$ cat src/rtl/zx_tape_pkg.sv
// Tape fast-loader package for the ZX80/ZX81 replica
// Shared widths, trap addresses, patch bytes and bus types

package zx_tape_pkg;

	// ========================================================================
	// Widths and sizes
	// ========================================================================
	localparam int TAPE_AW    = 14;
	localparam int TAPE_DEPTH = 16384;
	localparam int RAM_AW     = 16;
	localparam int PATCH_LEN  = 7;

	// Trap addresses and first address past each load window
	localparam logic [15:0] ZX81_TRAP_ADDR = 16'h0347;
	localparam logic [15:0] ZX81_WIN_END   = 16'h03C3;
	localparam logic [15:0] ZX80_TRAP_ADDR = 16'h0207;
	localparam logic [15:0] ZX80_WIN_END   = 16'h024D;

	// Where the image lands in RAM; .p images skip the system variables
	localparam logic [15:0] RAM_LOAD_BASE = 16'h4000;
	localparam logic [15:0] P_FILE_OFFSET = 16'd9;

	// ========================================================================
	// Types
	// ========================================================================
	typedef logic [7:0]         tape_byte_t;
	typedef logic [TAPE_AW-1:0] tape_idx_t;

	typedef enum logic {
		TAPE_O = 1'b0,
		TAPE_P = 1'b1
	} tape_kind_t;

	typedef enum logic [1:0] {
		LD_IDLE  = 2'd0,
		LD_COPY  = 2'd1,
		LD_DRAIN = 2'd2
	} loader_state_t;

	typedef struct packed {
		logic        fetch;
		logic [15:0] addr;
	} cpu_fetch_t;

	typedef struct packed {
		tape_byte_t data;
		logic       last;
		tape_kind_t kind;
	} dl_beat_t;

	typedef struct packed {
		logic [RAM_AW-1:0] addr;
		tape_byte_t        data;
	} ram_wr_t;

	typedef struct packed {
		logic       active;
		tape_byte_t data;
	} mem_ovr_t;

	// ========================================================================
	// Loader patch
	// ========================================================================
	// xor a / nop or scf / jr nc,-3 / jp 02xxh
	localparam tape_byte_t [0:PATCH_LEN-1] PATCH_INIT =
		'{8'hAF, 8'h00, 8'h30, 8'hFD, 8'hC3, 8'h07, 8'h02};

	localparam tape_byte_t OP_NOP        = 8'h00;
	localparam tape_byte_t OP_SCF        = 8'h37;
	localparam tape_byte_t ZX81_JUMP_LOW = 8'h07;
	localparam tape_byte_t ZX80_JUMP_LOW = 8'h03;

endpackage

$ cat src/rtl/tape_ram_writer.sv
// Tape RAM writer
// Takes one tape byte from the buffer and offers it to RAM under valid/ready

`timescale 1ns/1ns

module tape_ram_writer (
	input  logic                    clk_sys,
	input  logic                    reset,
	input  logic                    fetch_req,
	input  zx_tape_pkg::tape_byte_t rd_data,
	input  zx_tape_pkg::tape_idx_t  idx,
	input  zx_tape_pkg::tape_kind_t kind,
	output logic                    ram_wr_valid,
	output zx_tape_pkg::ram_wr_t    ram_wr,
	input  logic                    ram_wr_ready,
	output logic                    busy,
	output logic                    wr_done
);
	import zx_tape_pkg::*;

	logic        rd_wait;
	logic [15:0] load_base;

	// .p images start after the system variables
	assign load_base = (kind == TAPE_P) ? (RAM_LOAD_BASE + P_FILE_OFFSET) : RAM_LOAD_BASE;

	// Wait one cycle for the buffer read, then hold until RAM takes it
	always_ff @(posedge clk_sys) begin
		if (reset) begin
			rd_wait      <= 1'b0;
			ram_wr_valid <= 1'b0;
		end else begin
			if (fetch_req) begin
				rd_wait <= 1'b1;
			end else if (rd_wait) begin
				rd_wait      <= 1'b0;
				ram_wr_valid <= 1'b1;
			end
			if (wr_done) begin
				ram_wr_valid <= 1'b0;
			end
		end
	end

	// Byte and address, stable while valid is up
	always_ff @(posedge clk_sys) begin
		if (rd_wait) begin
			ram_wr.data <= rd_data;
			ram_wr.addr <= load_base + RAM_AW'(idx);
		end
	end

	assign wr_done = ram_wr_valid & ram_wr_ready;
	assign busy    = rd_wait | ram_wr_valid;

endmodule

$ cat config.mk
export PLATFORM = sky130hd
export DESIGN_NAME = tape_ram_writer
export DESIGN_NICKNAME = d
export VERILOG_FILES = /design/src/rtl/zx_tape_pkg.sv /design/src/rtl/tape_ram_writer.sv
export SDC_FILE = /design/constraint.sdc
export NUM_CORES = 1
export LEC_CHECK = 0
export BUFFER_PORTS_ARGS = -buffer_cell sky130_fd_sc_hd__buf_4
export CORE_MARGIN = 5
export CORE_UTILIZATION = 44
export CTS_BUF_LIST = sky130_fd_sc_hd__clkbuf_16
export CTS_CLUSTER_SIZE = 8
export DETAILED_ROUTE_END_ITERATION = 6
export PLACE_DENSITY = 0.85
export SYNTH_ARGS = -nofsm -noshare
export SYNTH_HDL_FRONTEND = slang
export SYNTH_SLANG_ARGS = --single-unit
export TNS_END_PERCENT = 1
$ cat constraint.sdc
create_clock -name clk_sys -period 2.2 [get_ports clk_sys]
set_input_delay 0.44 -clock clk_sys [delete_from_list [all_inputs] [get_ports clk_sys]]
set_output_delay 0.44 -clock clk_sys [all_outputs]
set_load 0.02 [all_outputs]
==> results.md <==
- Static Leak: 0.688 nW
- Sequential-to-total area share from yosys stat: 0.686
- Ant. Diodes: 0
- CP endpoint kind: flop
- Clk root buf: clkbuf_16
- Post-CTS setup buffers: 0
- Clock Latency Late Sink: 260 ps
- Flop pwr share: 0.504
- Placed Area: 1560 sq um
- Yosys warns: 0
- CTS clk-pin slew, worst paths: 60 ps
- Tmin final: 1600 ps
- Max Cap Viol: 0
- Mapped Cells: 70
- Port Buffer Count: 53
- Fin nets: 160
- CP required: 2190 ps
- Synth unique cells: 23
- Final ANT Viol Nets: 0
- Switching share of power: 0.220
- Fin Setup TNS: 0 ps
- Largest net degree at the start of global routing: 26
- Fmax: 625 MHz
- Gr ovfl total: 0
- PostCTS Resize Cnt: 0
- First-pass GRT wire length: 4010 microns
- Gpl congestion: 0.775
- Final Hold Fails: 0
- Crit path DAT: 1590 ps
- Hold-fix buffers, CTS: 0
- Outcome: complete, no violations
- Total power after layout: 1.14 mW
- Chip width: 60.2 microns
- Pre-CTS worst setup slack: 345 ps
- Hold depth: 2
- Number of global-route vias before repair: 844
- Synth Register Bits: 26
- Dpl hpwl: 1960 microns
- Setup Skew: 1.13 ps
- Synthesized area per cell: 15.8 sq um
- Routed len/inst: 16.2 microns
- Max IR drop VDD: 540 uV
- Hold/Removal Path Class: in -> reg
- Die Height: 60.2 microns
- Unrepaired setup endpoints after global routing: no
- Crit share post-route: 0.727
- Relative slew slack: 0.789
- Final Max Slew Viols: 0
- Mapped Nets: 100
- Worst Setup Start Kind: primary input
- Worst Tran Pin Value: 316 ps
- Endpoints failing setup: 0
- Power Density: 696 nW/um^2
- Drt pass-1 iters: 4
- Num Clock Sinks: 26
- Initial cell density of the core: 0.456
- Area grow syn2layout: 47.7%
- Core area: 2430 sq um
- Max FO, Critical Path: 5
- Row Count: 18
- Setup ws final: 600 ps
- Vias post-DR: 783
- Initial antenna violation count: 0
- Max clock buf depth: 2
- WS Path Type: in -> reg
- H-tree Lvls: 1
- Final non-filler cell area: 1640 sq um
- Internal power: 889 uW
- Die area: 3620 sq um
- Num ports: 54
- CTS tree: yes
- GR Util All Layers: 0.151
- Combinational power share: 0.145
- DRT iter0 DRCs: 21
- Power share of the clock group: 0.351
- Cells on worst reg2reg path: 4
- Detailed-route DRC error count: 0
- Avg Vias per Cell: 4.92
- CTS buffer count: 3
- Switch Pwr: 250 uW
- Netlist Area Pre-Place: 1110 sq um
- WL final: 2580 microns
- Fraction of layout cells with a size suffix above 1: 0.496
cells in the mapped netlist:
| library cell | count | area share |
|---|---|---|
| edfxtp_1 | 24 | 0.65 |
| nand3_1 | 3 | 0.014 |
| nand2_1 | 4 | 0.014 |
| a41oi_4 | 1 | 0.025 |
| nor4_1 | 1 | 0.0056 |
| nor4_2 | 1 | 0.011 |
| nor3b_1 | 2 | 0.014 |
| or2_2 | 1 | 0.0056 |
| nor2_1 | 3 | 0.010 |
| and2_1 | 1 | 0.0056 |
| a31oi_1 | 1 | 0.0056 |
| ha_1 | 3 | 0.034 |
| nor4b_2 | 1 | 0.014 |
| nor3_1 | 3 | 0.014 |
| dfxtp_1 | 2 | 0.036 |
| and3_1 | 2 | 0.011 |
| xnor2_1 | 3 | 0.024 |
| xor2_1 | 9 | 0.071 |
| or2b_2 | 1 | 0.0079 |
| nand3_4 | 1 | 0.016 |
| nor2b_1 | 1 | 0.0056 |
| inv_1 | 1 | 0.0034 |
| a21oi_1 | 1 | 0.0045 |
worst paths after layout:
check / start / end / slack [ps]
setup / recovery: kind / ram_wr[22]$_DFFE_PP_ / 600
hold / removal: reset / rd_wait$_SDFF_PP0_ / 340
setup reg to reg: rd_wait$_SDFF_PP0_ / ram_wr_valid$_SDFFE_PP0P_ / 1130
hold reg to reg: ram_wr_valid$_SDFFE_PP0P_ / ram_wr_valid$_SDFFE_PP0P_ / 550
layout make-up:
class	count	area, sq um
Clock buffer	3	75.1
Clock inverter	1	3.75
Fill cell	178	795
Inverter	1	3.75
Multi-Input combinational cell	43	344
Sequential cell	26	761
Tap cell	30	37.5
Timing Repair Buffer	55	413
flip-flops by register name, indices dropped and copies added, names as in the netlist:
register / count
ram_wr: 24
ram_wr_valid: 1
rd_wait: 1
power groups by stage:
stage / combinational, mW / sequential, mW / clock [mW]
detailed placement: 0.165 / 0.585 / 0
global placement: 0.160 / 0.584 / 0
global route: 0.177 / 0.576 / 0.424
finish: 0.165 / 0.575 / 0.400
CTS: 0.167 / 0.575 / 0.403
floorplan: 0.0396 / 0.616 / 0
cells in the final DEF (no fill, tap or decap):
master and count:
dfxtp_1 2, nand3_1 3, nor4_1 1, xor2_1 9, nor2b_1 1, nor4_2 1, a41oi_4 1, or2_2 1
edfxtp_1 24, buf_4 55, nor3_1 3, inv_1 1, nor4b_2 1, or2b_2 1, xnor2_1 3, nand3_4 1
clkinv_1 1, and2_1 1, nand2_1 4, ha_1 3, clkbuf_16 3, a21oi_1 1, a31oi_1 1, and3_1 2
nor3b_1 2, nor2_1 3
critical path, cell delays in order:
cell and delay, ps:
buf_4 90, ha_1 220, ha_1 210, a31oi_1 90, buf_4 160, nor3_1 230
nand3_1 140
routing by layer:
layer  routed length [microns]  GRT usage  share of wire
met3                       214     0.0216          0.083
met2                      1380      0.279           0.53
met4                        44     0.0570          0.017
met1                       944      0.174           0.37
met5                         0          0              0
per-stage QoR:
| stage | std cells | util | hold slack, ps |
|---|---|---|---|
| 6_report | 159 | 0.673 | 341 |
| 5_1_grt | 159 | 0.673 | 343 |
| 4_1_cts | 159 | 0.673 | 341 |
| 3_5_place_dp | 155 | 0.641 | 541 |
| 3_3_place_gp | 155 | 0.641 | 525 |
| 2_1_floorplan | 70 | - | 512 |
cell families after synthesis:
| family | Yosys count | share of synthesized area |
|---|---|---|
| flops | 26 | 0.686 |
| simple gates | 25 | 0.147 |
| xor+xnor | 12 | 0.0948 |
| compound gates | 3 | 0.0350 |
| fa+ha+maj | 3 | 0.0339 |
| buf+inv | 1 | 0.00338 |
Power figures use the tool's default switching activity.
