==> src/rtl/zx_tape_pkg.sv <==
// Tape fast-loader package for the ZX80/ZX81 replica
// Shared widths, trap addresses, patch bytes and bus types

package zx_tape_pkg;

	// ========================================================================
	// Widths and sizes
	// ========================================================================
	localparam int TAPE_AW    = 14;
	localparam int TAPE_DEPTH = 16384;
	localparam int RAM_AW     = 16;
	localparam int PATCH_LEN  = 7;

	// Trap addresses and first address past each load window
	localparam logic [15:0] ZX81_TRAP_ADDR = 16'h0347;
	localparam logic [15:0] ZX81_WIN_END   = 16'h03C3;
	localparam logic [15:0] ZX80_TRAP_ADDR = 16'h0207;
	localparam logic [15:0] ZX80_WIN_END   = 16'h024D;

	// Where the image lands in RAM; .p images skip the system variables
	localparam logic [15:0] RAM_LOAD_BASE = 16'h4000;
	localparam logic [15:0] P_FILE_OFFSET = 16'd9;

	// ========================================================================
	// Types
	// ========================================================================
	typedef logic [7:0]         tape_byte_t;
	typedef logic [TAPE_AW-1:0] tape_idx_t;

	typedef enum logic {
		TAPE_O = 1'b0,
		TAPE_P = 1'b1
	} tape_kind_t;

	typedef enum logic [1:0] {
		LD_IDLE  = 2'd0,
		LD_COPY  = 2'd1,
		LD_DRAIN = 2'd2
	} loader_state_t;

	typedef struct packed {
		logic        fetch;
		logic [15:0] addr;
	} cpu_fetch_t;

	typedef struct packed {
		tape_byte_t data;
		logic       last;
		tape_kind_t kind;
	} dl_beat_t;

	typedef struct packed {
		logic [RAM_AW-1:0] addr;
		tape_byte_t        data;
	} ram_wr_t;

	typedef struct packed {
		logic       active;
		tape_byte_t data;
	} mem_ovr_t;

	// ========================================================================
	// Loader patch
	// ========================================================================
	// xor a / nop or scf / jr nc,-3 / jp 02xxh
	localparam tape_byte_t [0:PATCH_LEN-1] PATCH_INIT =
		'{8'hAF, 8'h00, 8'h30, 8'hFD, 8'hC3, 8'h07, 8'h02};

	localparam tape_byte_t OP_NOP        = 8'h00;
	localparam tape_byte_t OP_SCF        = 8'h37;
	localparam tape_byte_t ZX81_JUMP_LOW = 8'h07;
	localparam tape_byte_t ZX80_JUMP_LOW = 8'h03;

endpackage

==> src/rtl/tape_loader_fsm.sv <==
// Tape loader FSM
// Detects the load-routine trap, paces the byte copy and ends the trap

`timescale 1ns/1ns

module tape_loader_fsm (
	input  logic                        clk_sys,
	input  logic                        reset,
	input  zx_tape_pkg::cpu_fetch_t     cpu_fetch,
	input  logic                        zx81,
	input  logic                        ce_cpu_p,
	input  logic                        tape_ready,
	input  logic                        at_end,
	input  logic                        wr_busy,
	output zx_tape_pkg::loader_state_t  state,
	output logic                        loading,
	output logic                        cnt_clear,
	output logic                        fetch_req
);
	import zx_tape_pkg::*;

	loader_state_t state_nxt;
	logic [15:0]   trap_addr;
	logic [15:0]   win_end;
	logic          trap_hit;
	logic          win_exit;

	// ========================================================================
	// Model select
	// ========================================================================
	assign trap_addr = zx81 ? ZX81_TRAP_ADDR : ZX80_TRAP_ADDR;
	assign win_end   = zx81 ? ZX81_WIN_END : ZX80_WIN_END;

	assign trap_hit = cpu_fetch.fetch & (cpu_fetch.addr == trap_addr) & tape_ready;

	// Any fetch outside the load routine means the ROM has moved on
	assign win_exit = cpu_fetch.fetch &
		((cpu_fetch.addr < trap_addr) | (cpu_fetch.addr >= win_end));

	// ========================================================================
	// State sequencing
	// ========================================================================
	always_comb begin
		state_nxt = state;
		case (state)
			LD_IDLE: begin
				if (trap_hit) begin
					state_nxt = LD_COPY;
				end
			end
			LD_COPY: begin
				if (win_exit) begin
					state_nxt = LD_IDLE;
				end else if (at_end) begin
					state_nxt = LD_DRAIN;
				end
			end
			LD_DRAIN: begin
				if (win_exit) begin
					state_nxt = LD_IDLE;
				end
			end
			default: begin
				state_nxt = LD_IDLE;
			end
		endcase
	end

	always_ff @(posedge clk_sys) begin
		if (reset) begin
			state <= LD_IDLE;
		end else begin
			state <= state_nxt;
		end
	end

	assign loading = (state != LD_IDLE);

	// Counter restart and patch rewrite on trap entry
	assign cnt_clear = (state == LD_IDLE) & trap_hit;

	// One byte per CPU clock enable, never more than one in flight
	assign fetch_req = (state == LD_COPY) & ce_cpu_p & ~wr_busy & ~at_end;

endmodule

==> config.mk <==
export PLATFORM = sky130hd
export DESIGN_NAME = tape_loader_fsm
export DESIGN_NICKNAME = d
export VERILOG_FILES = /design/src/rtl/zx_tape_pkg.sv /design/src/rtl/tape_loader_fsm.sv
export SDC_FILE = /design/constraint.sdc
export NUM_CORES = 1
export LEC_CHECK = 0
export BUFFER_PORTS_ARGS = -buffer_cell sky130_fd_sc_hd__buf_2
export CELL_PAD_IN_SITES_DETAIL_PLACEMENT = 0
export CELL_PAD_IN_SITES_GLOBAL_PLACEMENT = 1
export CORE_MARGIN = 2
export CORE_UTILIZATION = 24
export CTS_CLUSTER_SIZE = 20
export DETAILED_ROUTE_END_ITERATION = 8
export HOLD_SLACK_MARGIN = 0.08
export PLACE_DENSITY = 0.85
export RECOVER_POWER = 50
export SKIP_LAST_GASP = 1
export SYNTH_ARGS = -nofsm -noshare
export SYNTH_HDL_FRONTEND = slang
export SYNTH_SLANG_ARGS = --single-unit
==> constraint.sdc <==
create_clock -name clk_sys -period 1.9 [get_ports clk_sys]
set_input_delay 0 -clock clk_sys [delete_from_list [all_inputs] [get_ports clk_sys]]
set_output_delay 0 -clock clk_sys [all_outputs]
set_load 0.01 [all_outputs]
==> results.txt <==
The flow ran to the end, and the final reports show no timing, DRC or antenna violations. In the routed design, unresolved DRC markers number 0. Across all setup checks in the final design, the least slack found is 0.5201 ns.

The tools report the highest attainable clock frequency as 724.7 MHz. Number of global-route vias before repair: 416. The startpoint of the most critical setup path is zx81. The fraction of layout instances using a drive strength above 1 was 0.5143; the post-synthesis cell area was 346.6 um2. Routability-driven placement finished with a final weighted congestion of 0.8516.

The tools report the fill cell instance count of the final layout as 136. Clock-pin slew was measured on the worst setup and hold paths at 0.03 ns. The run gives 22 as the number of distinct standard cells referenced by the synthesized netlist. The area growth from synthesis to layout is 57.04%. The count of pins over their slew limit is 0. Entering global routing, the biggest net connects 7 pins. After synthesis the netlist holds a flip-flop and latch count of 2. Die outline height: 42 um. Type of the worst setup path: in -> reg. Worst reg2reg path startpoint: state[1]. The final critical-path share of the clock period was 0.7262; the largest vdd supply drop was 0.1321 mV. The die covers 1764 um2.

The part of the total power dissipated in the clock network came out at 0.477. Setup repair after global routing left no endpoint under its margin. For this run, the number of Yosys warnings is 0.

Dividing the detail-routed via count by the number of cells gives 4.941. Global routing finished with a remaining overflow of 0. The internal power of the cells totals 0.1472 mW. The first global-routing pass estimated 1524 um of wire. Measured along the x axis, the die boundary spans 42 um. The number of clock buffers added by TritonCTS is 3. The initial core utilization was 0.2631; the detailed router's first-iteration violation count was 1. In this run the worst hold path is classified as in -> reg. The switching power is 0.05790 mW. The switching part of the total was 0.2824. After routing, the total negative slack on setup checks comes to 0 ns. At the end of the flow, the number of nets in the layout was 102.

The H-tree depth came out at 1. The count of pins on the block boundary is 29, and the source-to-sink clock delay at the later pin of the worst-skew pair is 0.23 ns. Row generation in the floorplan step produced 13 rows.

The run gives 0 as the total inserted antenna cells. The detailed-route via count is 420. The logs give 0.1111 for the global-route usage over all layers and 0.2481 nW for the static leakage power.

The power density relative to cell area came out at 376.8 nW/um2. The logs give 0 for the number of hold violations in the final report and 0.004023 ns for the final worst clock skew. The largest registers in the layout are state: 2 flops. Data on the critical path arrives at its endpoint at 1.48 ns. TritonCTS built the clock tree. The number of setup buffers added after CTS was 0; the largest fanout on the critical path was 4. The register with the most flip-flops in the layout has 2 of them.

The portion of total power attributed to combinational logic was 0.316. The detail route stage leaves a number of antenna-violating nets equal to 0. The logs give 0.1155 for the share of synthesized area occupied by flip-flops and latches and 4 for the first-pass iteration count of the detailed router.

The mean post-synth cell area is 9.367 um2, and the core region area is 1318 um2. The non-filler instance count after layout is 85. The worst hold path begins at cpu_fetch[11]. Buffers inserted to repair hold after CTS numbered 2.

The launching element type of the critical path was an input pin. The nature of the critical path endpoint was a flip-flop. The tree is rooted in a clkbuf_4.

The average wire per standard cell was 10.66 um. The post-synthesis instance total was 37; the placed wire-length estimate was 752.2 um. For the pin with the worst max-slew slack, the measured transition is 0.4211 ns. The run gives 0.7120 as the headroom to the max-slew limit. The register name with the most flops is state. In this run the tool buffered the top-level ports with 28 buffer cells. STA puts the critical path data required time at 2.00 ns. Before CTS, the worst setup slack after placement is 0.2938 ns.

The largest buffer count on any clock path came out at 2. The run gives 0.206 as the sequential fraction of design power. The tree built by TritonCTS fans out to 2 sinks. The max-capacitance violation count is 0. The number of antenna violations at the first check in global routing was 0. The run gives 67 as the post-synth net total.

The logs give 906 um for the routed wire length and 0 for the number of failing setup endpoints in the final timing report. The minimum clock period is 1.380 ns. For the quantity of gates resized following cts, the log shows 0. The total placed cells including tap cells came out at 80.
-- path summary, 6_finish.rpt --
kind | slack (ns) | cells past startpoint | to
hold reg to reg | 0.66 | 3 | state[1]
setup / recovery | 0.52 | 7 | state[0]
hold / removal | 0.12 | 4 | state[0]
setup reg to reg | 0.62 | 4 | state[0]
-- area by class of cell --
class | instances | area (um2) | share of cell area
tap | 15 | 18.77 | 0.03448
timing repair buffer | 30 | 156.4 | 0.2874
inverter | 1 | 3.754 | 0.006897
sequential | 2 | 40.04 | 0.07356
multi-input combinational | 34 | 302.8 | 0.5563
clock buffer | 3 | 22.52 | 0.04138
-- metal layers --
metal / up-vias / track usage / share of wire
li1: 220 / - / -
met1: 183 / 0.1237 / 0.47
met2: 15 / 0.1906 / 0.46
met3: 2 / 0.01724 / 0.057
met4: 0 / 0.07742 / 0.0044
met5: - / 0 / 0
-- power groups by stage --
stage,Clock (mW),Sequential (mW),Combinational (mW)
after floorplan,0,0.0429,0.0257
after global placement,0,0.0429,0.0617
after detailed placement,0,0.0429,0.0620
after CTS,0.105,0.0423,0.0655
after global routing,0.106,0.0422,0.0738
final,0.0979,0.0423,0.0649
-- stage by stage --
step | hold WS (ns) | power, mW | util | cell area (um2)
after global placement | 0.2040 | 0.1046 | 0.3837 | 505.5
final | 0.1195 | 0.2051 | 0.4131 | 544.3
after detailed placement | 0.1998 | 0.1048 | 0.3837 | 505.5
after CTS | 0.1106 | 0.2133 | 0.4160 | 548.0
after floorplan | 0.05099 | 0.06861 | - | 346.6
after global routing | 0.1239 | 0.2218 | 0.4131 | 544.3
-- worst max-delay path, cell delays in order --
cell	delay, ns
buf_2	0.12
inv_1	0.11
ha_1	0.27
and4_1	0.24
or4_1	0.48
o2111ai_2	0.13
a311oi_2	0.13
-- synth_stat cells (all sizes together) --
cell type  n  area, um2
a21oi      2      10.01
a211oi     1      12.51
dfxtp      2      40.04
nand2      6      22.52
o31a       1      8.760
inv        1      3.750
nor3       2      10.01
o2111ai    1      15.01
a2111oi    1      8.760
nor4b      2      17.52
a311oi     1      15.01
nor4       1      21.27
o21a       1      7.510
and4       3      27.53
or2        1      6.260
ha         6      75.07
nand2b     1      6.260
mux2       1      11.26
a2bb2oi    1      8.760
or4        2      18.77
-- logic make-up after synthesis --
group / share of synthesized area
DFF: 0.1155
and+or+nand+nor: 0.3755
adders and majority gates: 0.2166
buffers and inverters: 0.01082
muxes: 0.03249
AOI/OAI and AO/OA: 0.2491
-- placed cells by master (no fill, tap or decap) --
master | Yosys | final
dfxtp_1 | 2 | 2
a21oi_1 | 2 | 2
dlygate4sd3_1 | 0 | 2
mux2_2 | 1 | 1
a311oi_2 | 1 | 1
o31a_1 | 1 | 1
ha_1 | 6 | 6
nor4_4 | 1 | 1
buf_2 | 0 | 25
a2111oi_0 | 1 | 1
nand2b_1 | 1 | 1
nor3_1 | 2 | 2
o21a_1 | 1 | 1
nand2_1 | 6 | 6
and4_2 | 1 | 1
a2bb2oi_1 | 1 | 1
inv_1 | 1 | 1
clkbuf_1 | 0 | 3
nor4b_1 | 2 | 2
or4_1 | 1 | 1
a211oi_2 | 1 | 1
o2111ai_2 | 1 | 1
or4_4 | 1 | 1
clkbuf_4 | 0 | 3
or2_2 | 1 | 1
and4_1 | 2 | 2
Power figures use the tool's default switching activity.
