**src/rtl/zx_tape_pkg.sv**
```systemverilog
// Tape fast-loader package for the ZX80/ZX81 replica
// Shared widths, trap addresses, patch bytes and bus types

package zx_tape_pkg;

	// ========================================================================
	// Widths and sizes
	// ========================================================================
	localparam int TAPE_AW    = 14;
	localparam int TAPE_DEPTH = 16384;
	localparam int RAM_AW     = 16;
	localparam int PATCH_LEN  = 7;

	// Trap addresses and first address past each load window
	localparam logic [15:0] ZX81_TRAP_ADDR = 16'h0347;
	localparam logic [15:0] ZX81_WIN_END   = 16'h03C3;
	localparam logic [15:0] ZX80_TRAP_ADDR = 16'h0207;
	localparam logic [15:0] ZX80_WIN_END   = 16'h024D;

	// Where the image lands in RAM; .p images skip the system variables
	localparam logic [15:0] RAM_LOAD_BASE = 16'h4000;
	localparam logic [15:0] P_FILE_OFFSET = 16'd9;

	// ========================================================================
	// Types
	// ========================================================================
	typedef logic [7:0]         tape_byte_t;
	typedef logic [TAPE_AW-1:0] tape_idx_t;

	typedef enum logic {
		TAPE_O = 1'b0,
		TAPE_P = 1'b1
	} tape_kind_t;

	typedef enum logic [1:0] {
		LD_IDLE  = 2'd0,
		LD_COPY  = 2'd1,
		LD_DRAIN = 2'd2
	} loader_state_t;

	typedef struct packed {
		logic        fetch;
		logic [15:0] addr;
	} cpu_fetch_t;

	typedef struct packed {
		tape_byte_t data;
		logic       last;
		tape_kind_t kind;
	} dl_beat_t;

	typedef struct packed {
		logic [RAM_AW-1:0] addr;
		tape_byte_t        data;
	} ram_wr_t;

	typedef struct packed {
		logic       active;
		tape_byte_t data;
	} mem_ovr_t;

	// ========================================================================
	// Loader patch
	// ========================================================================
	// xor a / nop or scf / jr nc,-3 / jp 02xxh
	localparam tape_byte_t [0:PATCH_LEN-1] PATCH_INIT =
		'{8'hAF, 8'h00, 8'h30, 8'hFD, 8'hC3, 8'h07, 8'h02};

	localparam tape_byte_t OP_NOP        = 8'h00;
	localparam tape_byte_t OP_SCF        = 8'h37;
	localparam tape_byte_t ZX81_JUMP_LOW = 8'h07;
	localparam tape_byte_t ZX80_JUMP_LOW = 8'h03;

endpackage

```
**src/rtl/tape_addr_counter.sv**
```systemverilog
// Tape byte index counter
// Counts bytes already copied to RAM and flags the end of the tape

`timescale 1ns/1ns

module tape_addr_counter (
	input  logic                   clk_sys,
	input  logic                   reset,
	input  logic                   clear,
	input  logic                   step,
	input  zx_tape_pkg::tape_idx_t size,
	output zx_tape_pkg::tape_idx_t idx,
	output logic                   at_end
);

	// Clear wins over step, a new trap restarts the copy
	always_ff @(posedge clk_sys) begin
		if (reset) begin
			idx <= '0;
		end else if (clear) begin
			idx <= '0;
		end else if (step) begin
			idx <= idx + 1'b1;
		end
	end

	// All bytes copied once the index reaches the size
	assign at_end = (idx == size);

endmodule

```
**config.mk**
```make
export PLATFORM = sky130hd
export DESIGN_NAME = tape_addr_counter
export DESIGN_NICKNAME = d
export VERILOG_FILES = /design/src/rtl/zx_tape_pkg.sv /design/src/rtl/tape_addr_counter.sv
export SDC_FILE = /design/constraint.sdc
export NUM_CORES = 1
export LEC_CHECK = 0
export BUFFER_PORTS_ARGS = -buffer_cell sky130_fd_sc_hd__buf_2
export CELL_PAD_IN_SITES_DETAIL_PLACEMENT = 0
export CELL_PAD_IN_SITES_GLOBAL_PLACEMENT = 2
export CORE_AREA = 2 2 58 60
export CTS_BUF_LIST = sky130_fd_sc_hd__clkbuf_8 sky130_fd_sc_hd__clkbuf_16
export DETAILED_ROUTE_END_ITERATION = 8
export DIE_AREA = 0 0 60 62
export PLACE_DENSITY_LB_ADDON = 0.1
export SYNTH_ARGS = -nofsm -noshare
export SYNTH_HDL_FRONTEND = slang
export SYNTH_SLANG_ARGS = --single-unit
```
**constraint.sdc**
```tcl
create_clock -name clk_sys -period 3.69 [get_ports clk_sys]
set_clock_uncertainty 0.05 [all_clocks]
set_input_delay 0.1845 -clock clk_sys [delete_from_list [all_inputs] [get_ports clk_sys]]
set_output_delay 0.1845 -clock clk_sys [all_outputs]
set_load 0.1 [all_outputs]
```
==> run summary, run 1 <==
status: finished, final reports clean
gpl congestion: 0.724
chip height: 62 um
Placement Cell Area: 0.00103 mm^2
Area Growth Syn to Fin: 27.1%
switching pwr: 75.4 uW
Port Buffers: 32
Hold Path Class: in2reg
Rows: 21
final design utilization: 33.8%
Yosys cell types: 26
CTS Buf Count: 3
crit path max fanout: 8
FMAX: 489 MHz
Clock Latency Late Sink: 0.24 ns
fin crit share: 55.5%
Inserted Diodes: 0
Setup CP Type: reg2out
Worst Reg-to-Reg Cells: 4
Crit path required time: 3.46 ns
Synth async-reset ratio: 0%
max FFs per register: 14
number of flops mapped to enable cells by yosys: 0
initial antenna violation count: 0
Comb pwr share: 11.1%
Yosys reg bits: 14
total global routing overflow: 0
post-route ant nets: 0
Sw Ratio: 23.9%
Avg Synthesized Cell Area: 8.72 um^2
Slew @ Worst Pin: 0.491 ns
Pwr per Cell Area: 294 mW/mm^2
starting density of the core: 26.6%
largest net degree at the start of global routing: 13
placed cells: 169
initial DRC count: 21
Worst VDD drop: 97.2 uV
Sum Neg Setup Slack: 0 ns
CORE AREA: 0.00318 mm^2
Synth warnings: 0
htree depth: 1
IO Pins: 33
Final min period: 2.05 ns
vias in the first global route: 711
post-route cell area: 0.00107 mm^2
clock power share: 40.3%
syn_nets: 116
share of layout cells above drive strength 1: 33.3%
Power, Total: 316 uW
routed length per instance: 12.3 um
most frequent cells in the layout: 32 x buf_2, 15 x xnor2_1, 14 x dfxtp_1
worst hold slack: 0.194 ns
Top FF cell, synth: dfxtp_1
register area: 280 um^2
endpoints failing setup: 0
CTS Hold Bufs: 0
max-slew violations: 0
WP data arrival: 1.81 ns
CTS tree: yes
biggest regs: idx: 14 flops
GRT Total Usage: 12.4%
Die Span X: 60 um
RSZ-0062 raised after global routing: no
Post-Synthesis Cells: 97
Reg with most FFs: idx
CP Capture Type: output port
maximum buffer depth of the clock tree: 2
Slew HR: 67.5%
Post-CTS Resized: 0
post-synthesis sequential area ratio: 33.1%
CP Launch Type: flop
Via Count: 778
Pint: 240 uW
Post-DP HPWL: 1570 um
post-CTS setup buffers: 0
drt pass-1 iters: 4
Hold Path Cell Cnt: 3
clk slew on worst S/H paths: 0.06 ns
filler instances: 363
Sequential Power Share: 48.7%
max cap viols: 0
commonest non-fill, non-tap cell in the layout: buf_2
pre-CTS WS: 1.92 ns
drt drc: 0
Post-layout nets: 147
final hold violations: 0
Pleak: 0.390 nW
multi-input logic area: 528 um^2
final WL: 2120 um
final std cells w/o fill: 172
first-pass GRT wire length: 3270 um
TritonCTS Sinks: 14
Root Driver: clkbuf_8
area of the mapped netlist: 846 um^2
DIE AREA: 0.00372 mm^2
setup slack after layout: 1.64 ns
vias per cell: 4.52
==> layout make-up <==
class                      instances  share of cell area (%)
multi-input combinational         75                    49.1
clock buffer                       3                    3.84
tap                               46                    5.36
inverter                           2                   0.698
timing repair buffer              32                    14.9
sequential                        14                    26.1
==> power by group through the flow <==
stage               sequential [mW]  clock [mW]  combinational [mW]
floorplan                     0.162           0              0.0162
global placement              0.157           0              0.0357
detailed placement            0.157           0              0.0354
CTS                           0.154       0.131              0.0355
global route                  0.154       0.135              0.0377
finish                        0.154       0.127              0.0349
==> kinds of logic (layout without fill, tap and decap cells) <==
group           count (synthesis)  count (layout)  share of synthesized area, %
compound gates                 10              10                          6.80
fa+ha+maj                       1               1                          1.48
buf+inv                         8              37                          5.18
xor+xnor                       18              18                          18.6
simple gates                   41              41                          28.7
mux                             5               5                          6.07
flops                          14              14                          33.1
==> cells in the mapped netlist (2+ instances only) <==
cell type,number,share of area (%)
o21ai_0,2,1.2
nor4_1,4,3.0
nand3_1,3,1.8
o31ai_1,3,2.7
or3_1,4,3.0
buf_4,3,2.7
or4_1,3,2.7
dfxtp_1,14,33
nor2_1,8,3.6
nand4_1,6,4.4
nand2_1,8,3.6
mux2i_1,4,4.7
a21oi_1,5,3.0
xor2_1,3,3.1
xnor2_1,15,16
inv_1,2,0.89
==> critical path, cell delays in order, from the launching register on <==
cell and delay (ns):
dfxtp_1 0.50, xnor2_1 0.16, nand4_1 0.15, nor4_2 0.28, buf_2 0.47
==> routing by layer <==
layer | part of all wire (%) | global-route usage (%)
met5 | 0 | 0
met4 | 1.6 | 5.71
met1 | 49 | 16.1
met3 | 5.0 | 3.73
met2 | 44 | 19.1
==> final timing paths <==
path	from	to	slack [ns]
hold / removal	reset	idx[11]	0.19
setup reg to reg	idx[0]	idx[10]	1.98
setup / recovery	idx[7]	at_end	1.64
hold reg to reg	idx[13]	idx[13]	0.45
(Power assumes the default switching activity.)
==> run 2: changes to the inputs <==
--- a/config.mk
+++ b/config.mk
@@ -8,10 +8,10 @@
 export BUFFER_PORTS_ARGS = -buffer_cell sky130_fd_sc_hd__buf_2
 export CELL_PAD_IN_SITES_DETAIL_PLACEMENT = 0
 export CELL_PAD_IN_SITES_GLOBAL_PLACEMENT = 2
-export CORE_AREA = 2 2 58 60
+export CORE_AREA = 2 2 61 63
 export CTS_BUF_LIST = sky130_fd_sc_hd__clkbuf_8 sky130_fd_sc_hd__clkbuf_16
 export DETAILED_ROUTE_END_ITERATION = 8
-export DIE_AREA = 0 0 60 62
+export DIE_AREA = 0 0 63 65
 export PLACE_DENSITY_LB_ADDON = 0.1
 export SYNTH_ARGS = -nofsm -noshare
 export SYNTH_HDL_FRONTEND = slang
==> constraint.sdc (replaced) <==
create_clock -name clk_sys -period 2 [get_ports clk_sys]
set_clock_uncertainty 0.05 [all_clocks]
set_input_delay 0.1 -clock clk_sys [delete_from_list [all_inputs] [get_ports clk_sys]]
set_output_delay 0.1 -clock clk_sys [all_outputs]
set_load 0.1 [all_outputs]
==> run summary, run 2 (synthesis results as in run 1) <==
status: finished, final reports clean
RSZ-0062 raised after global routing: no
IO Pins: 33
DIE AREA: 0.00410 mm^2
share of layout cells above drive strength 1: 45.2%
Via Count: 793
Sw Ratio: 25.8%
reg-to-reg startpoint: idx[0]
CTS tree: yes
Worst Hold Launch: reset
Rows: 22
CTS Buf Count: 3
max-slew violations: 0
chip height: 65 um
switching pwr: 151 uW
htree depth: 1
Hold Path Cell Cnt: 3
total global routing overflow: 0
Reg with most FFs: idx
initial antenna violation count: 0
Clock Latency Late Sink: 0.25 ns
routed length per instance: 12.8 um
vias per cell: 4.56
Hold Crit Endpoint: idx[11]
pre-CTS WS: 0.377 ns
gpl congestion: 0.708
crit path max fanout: 6
Hold Path Class: in2reg
clk slew on worst S/H paths: 0.06 ns
filler instances: 393
placed cells: 171
initial DRC count: 30
TritonCTS Sinks: 14
Crit Reg-Reg Endpoint: idx[10]
starting density of the core: 24.2%
setup slack after layout: 0.219 ns
Pleak: 0.413 nW
Die Span X: 63 um
GRT Total Usage: 12.4%
CP Launch Type: flop
final design utilization: 32.4%
CP Capture Type: output port
clock power share: 41.9%
maximum buffer depth of the clock tree: 2
Worst Reg-to-Reg Cells: 4
Final min period: 1.78 ns
post-route ant nets: 0
Port Buffers: 32
Sequential Power Share: 46.7%
fin crit share: 89.1%
Pint: 433 uW
drt pass-1 iters: 4
largest net degree at the start of global routing: 13
final std cells w/o fill: 174
CORE AREA: 0.00350 mm^2
Reg2Reg Setup Slack: 0.40 ns
first-pass GRT wire length: 3850 um
Worst VDD drop: 209 uV
CTS Hold Bufs: 0
Pwr per Cell Area: 515 mW/mm^2
Sum Neg Setup Slack: 0 ns
biggest regs: idx: 14 flops
Slew @ Worst Pin: 0.486 ns
Setup CP Type: reg2out
Post-DP HPWL: 1720 um
Area Growth Syn to Fin: 34.0%
most frequent cells in the layout: 31 x buf_2, 14 x xnor2_1, 8 x nand2_1, 8 x nor2_1, 8 x dfxtp_4
FMAX: 561 MHz
Inserted Diodes: 0
max cap viols: 0
Comb pwr share: 11.4%
vias in the first global route: 778
final WL: 2230 um
Root Driver: clkbuf_8
Slew HR: 67.8%
endpoints failing setup: 0
max FFs per register: 14
Crit path required time: 1.85 ns
register area: 318 um^2
Post-layout nets: 147
drt drc: 0
commonest non-fill, non-tap cell in the layout: buf_2
WP data arrival: 1.63 ns
multi-input logic area: 544 um^2
final hold violations: 0
run 2: how the worst max path moves through the flow:
stage               startpoint  depth (start not counted)  endpoint  slack [ns]
finish                  idx[3]                          4    at_end        0.22
global route            idx[3]                          4    at_end        0.07
CTS                     idx[3]                          4    at_end        0.09
detailed placement      idx[4]                          4    at_end        0.38
global placement        idx[3]                          4    at_end        0.38
floorplan               idx[7]                          4    at_end       -0.22
run 2: metal layers:
layer  up-vias  wire length [um]  track usage (%)
met5         -                 0                0
met4         0                59             8.33
met3         4               119             2.26
met2        23               962             18.4
met1       359              1090             16.4
li1        407                 -                -
run 2: power groups by stage:
stage / clock network, mW / registers [mW] / logic (mW)
after floorplan: 0 / 0.289 / 0.0315
after global routing: 0.265 / 0.273 / 0.0734
after detailed placement: 0 / 0.279 / 0.0676
after CTS: 0.247 / 0.273 / 0.0679
final: 0.245 / 0.273 / 0.0665
after global placement: 0 / 0.279 / 0.0681
run 2: critical path: stages (launching register included):
cell and delay, ns:
dfxtp_4 0.37, xnor2_1 0.16, nand4_1 0.19, nor4_4 0.29, clkbuf_4 0.37
run 2: stage by stage:
stage | hold slack (ns) | power (mW) | cell area, um^2
after floorplan | 0.222 | 0.321 | 915
after global placement | 0.370 | 0.347 | 1090
after detailed placement | 0.366 | 0.347 | 1090
after CTS | 0.107 | 0.587 | 1130
after global routing | 0.128 | 0.611 | 1130
final | 0.0978 | 0.584 | 1130
run 2: final cells by class:
cell class                 count  area share [%]
multi-input combinational     75            48.0
sequential                    14            28.0
timing repair buffer          32            14.3
tap                           48            5.30
clock buffer                   3            3.64
inverter                       2           0.662
run 2: timing repair:
action / 4_1_cts / 5_1_grt
setup buffers: 0 / 0
endpoints found under the setup margin: 0 / 1
resized for setup: 0 / 1
==> run 3: changes to the inputs <==
--- a/config.mk
+++ b/config.mk
@@ -12,7 +12,7 @@
 export CTS_BUF_LIST = sky130_fd_sc_hd__clkbuf_8 sky130_fd_sc_hd__clkbuf_16
 export DETAILED_ROUTE_END_ITERATION = 8
 export DIE_AREA = 0 0 63 65
-export PLACE_DENSITY_LB_ADDON = 0.1
+export PLACE_DENSITY_LB_ADDON = 0.12
 export SYNTH_ARGS = -nofsm -noshare
 export SYNTH_HDL_FRONTEND = slang
 export SYNTH_SLANG_ARGS = --single-unit
==> run summary, run 3 (synthesis results as in run 1) <==
status: finished, final reports clean
max-slew violations: 0
endpoints failing setup: 0
fin crit share: 93.0%
biggest regs: idx: 14 flops
maximum buffer depth of the clock tree: 2
post-route cell area: 0.00113 mm^2
final WL: 2170 um
WP data arrival: 1.71 ns
commonest non-fill, non-tap cell in the layout: buf_2
most frequent cells in the layout: 32 x buf_2, 14 x xnor2_1, 8 x nand2_1, 8 x nor2_1, 8 x dfxtp_4
clk slew on worst S/H paths: 0.06 ns
Slew @ Worst Pin: 0.487 ns
Clock Latency Late Sink: 0.25 ns
RSZ-0062 raised after global routing: no
Port Buffers: 32
Final min period: 1.86 ns
Setup CP Type: reg2out
post-route ant nets: 0
Hold Path Class: in2reg
Rows: 22
Inserted Diodes: 0
Slew HR: 67.8%
routed length per instance: 12.4 um
max cap viols: 0
initial DRC count: 28
largest net degree at the start of global routing: 13
Root Driver: clkbuf_8
Placement Cell Area: 0.00109 mm^2
htree depth: 1
total global routing overflow: 0
crit path max fanout: 6
final hold violations: 0
starting density of the core: 24.2%
CTS Buf Count: 3
placed cells: 171
Sum Neg Setup Slack: 0 ns
Pwr per Cell Area: 516 mW/mm^2
drt pass-1 iters: 4
Area Growth Syn to Fin: 34.2%
worst hold slack: 0.104 ns
DIE AREA: 0.00410 mm^2
Die Span X: 63 um
CORE AREA: 0.00350 mm^2
Reg with most FFs: idx
final std cells w/o fill: 175
drt drc: 0
CTS Hold Bufs: 0
CP Launch Type: flop
GRT Total Usage: 11.7%
vias per cell: 4.53
Crit path required time: 1.85 ns
IO Pins: 33
Post-DP HPWL: 1710 um
Pleak: 0.419 nW
Via Count: 793
CTS tree: yes
final design utilization: 32.5%
Post-layout nets: 147
chip height: 65 um
Post-CTS Resized: 0
FMAX: 538 MHz
max FFs per register: 14
share of layout cells above drive strength 1: 44.9%
first-pass GRT wire length: 3680 um
post-CTS setup buffers: 0
CP Capture Type: output port
Worst VDD drop: 235 uV
vias in the first global route: 776
TritonCTS Sinks: 14
gpl congestion: 0.697
initial antenna violation count: 0
run 3: cell types whose count changed in the layout (fill, tap and decap cells not counted):
cell / change
inv_1: +1
buf_2: +1
clkbuf_4: -1
run 3: path summary, 6_finish.rpt:
path | slack, ns | cells after the start | to | from
setup / recovery | 0.14 | 4 | at_end | idx[3]
hold / removal | 0.10 | 3 | idx[11] | reset
hold reg to reg | 0.43 | 2 | idx[13] | idx[13]
setup reg to reg | 0.40 | 4 | idx[10] | idx[0]
run 3: per-stage QoR:
stage	power, mW	setup WS [ns]
floorplan	0.321	-0.219
global placement	0.347	0.380
detailed placement	0.347	0.373
CTS	0.592	0.0993
global route	0.610	0.0186
finish	0.585	0.140
run 3: area by class of cell:
class                   count  area (um^2)
clock inverters             1         3.75
fillers                   393         2360
clock buffers               3         41.3
repair buffers             32          160
inverters                   2         7.51
multi-input cells          75          544
well taps                  48         60.1
flip-flops and latches     14          318
run 3: report_power, final:
part           internal [mW]  switching [mW]  leakage [nW]
clock                  0.136           0.111        0.0269
sequential             0.270         0.00276         0.122
combinational         0.0300          0.0362         0.270
run 3: worst max-delay path: stages, from the launching register on:
cell and delay, ns:
dfxtp_4 0.37, xnor2_1 0.15, nand4_1 0.19, nor4_4 0.28, buf_2 0.46
run 3: routing by layer:
metal | global-route usage [%] | vias to the layer above | routed length, um
met5 | 0 | - | 0
met4 | 5.00 | 0 | 34
met3 | 2.95 | 4 | 125
met2 | 18.4 | 24 | 918
met1 | 15.2 | 358 | 1090
li1 | - | 407 | -
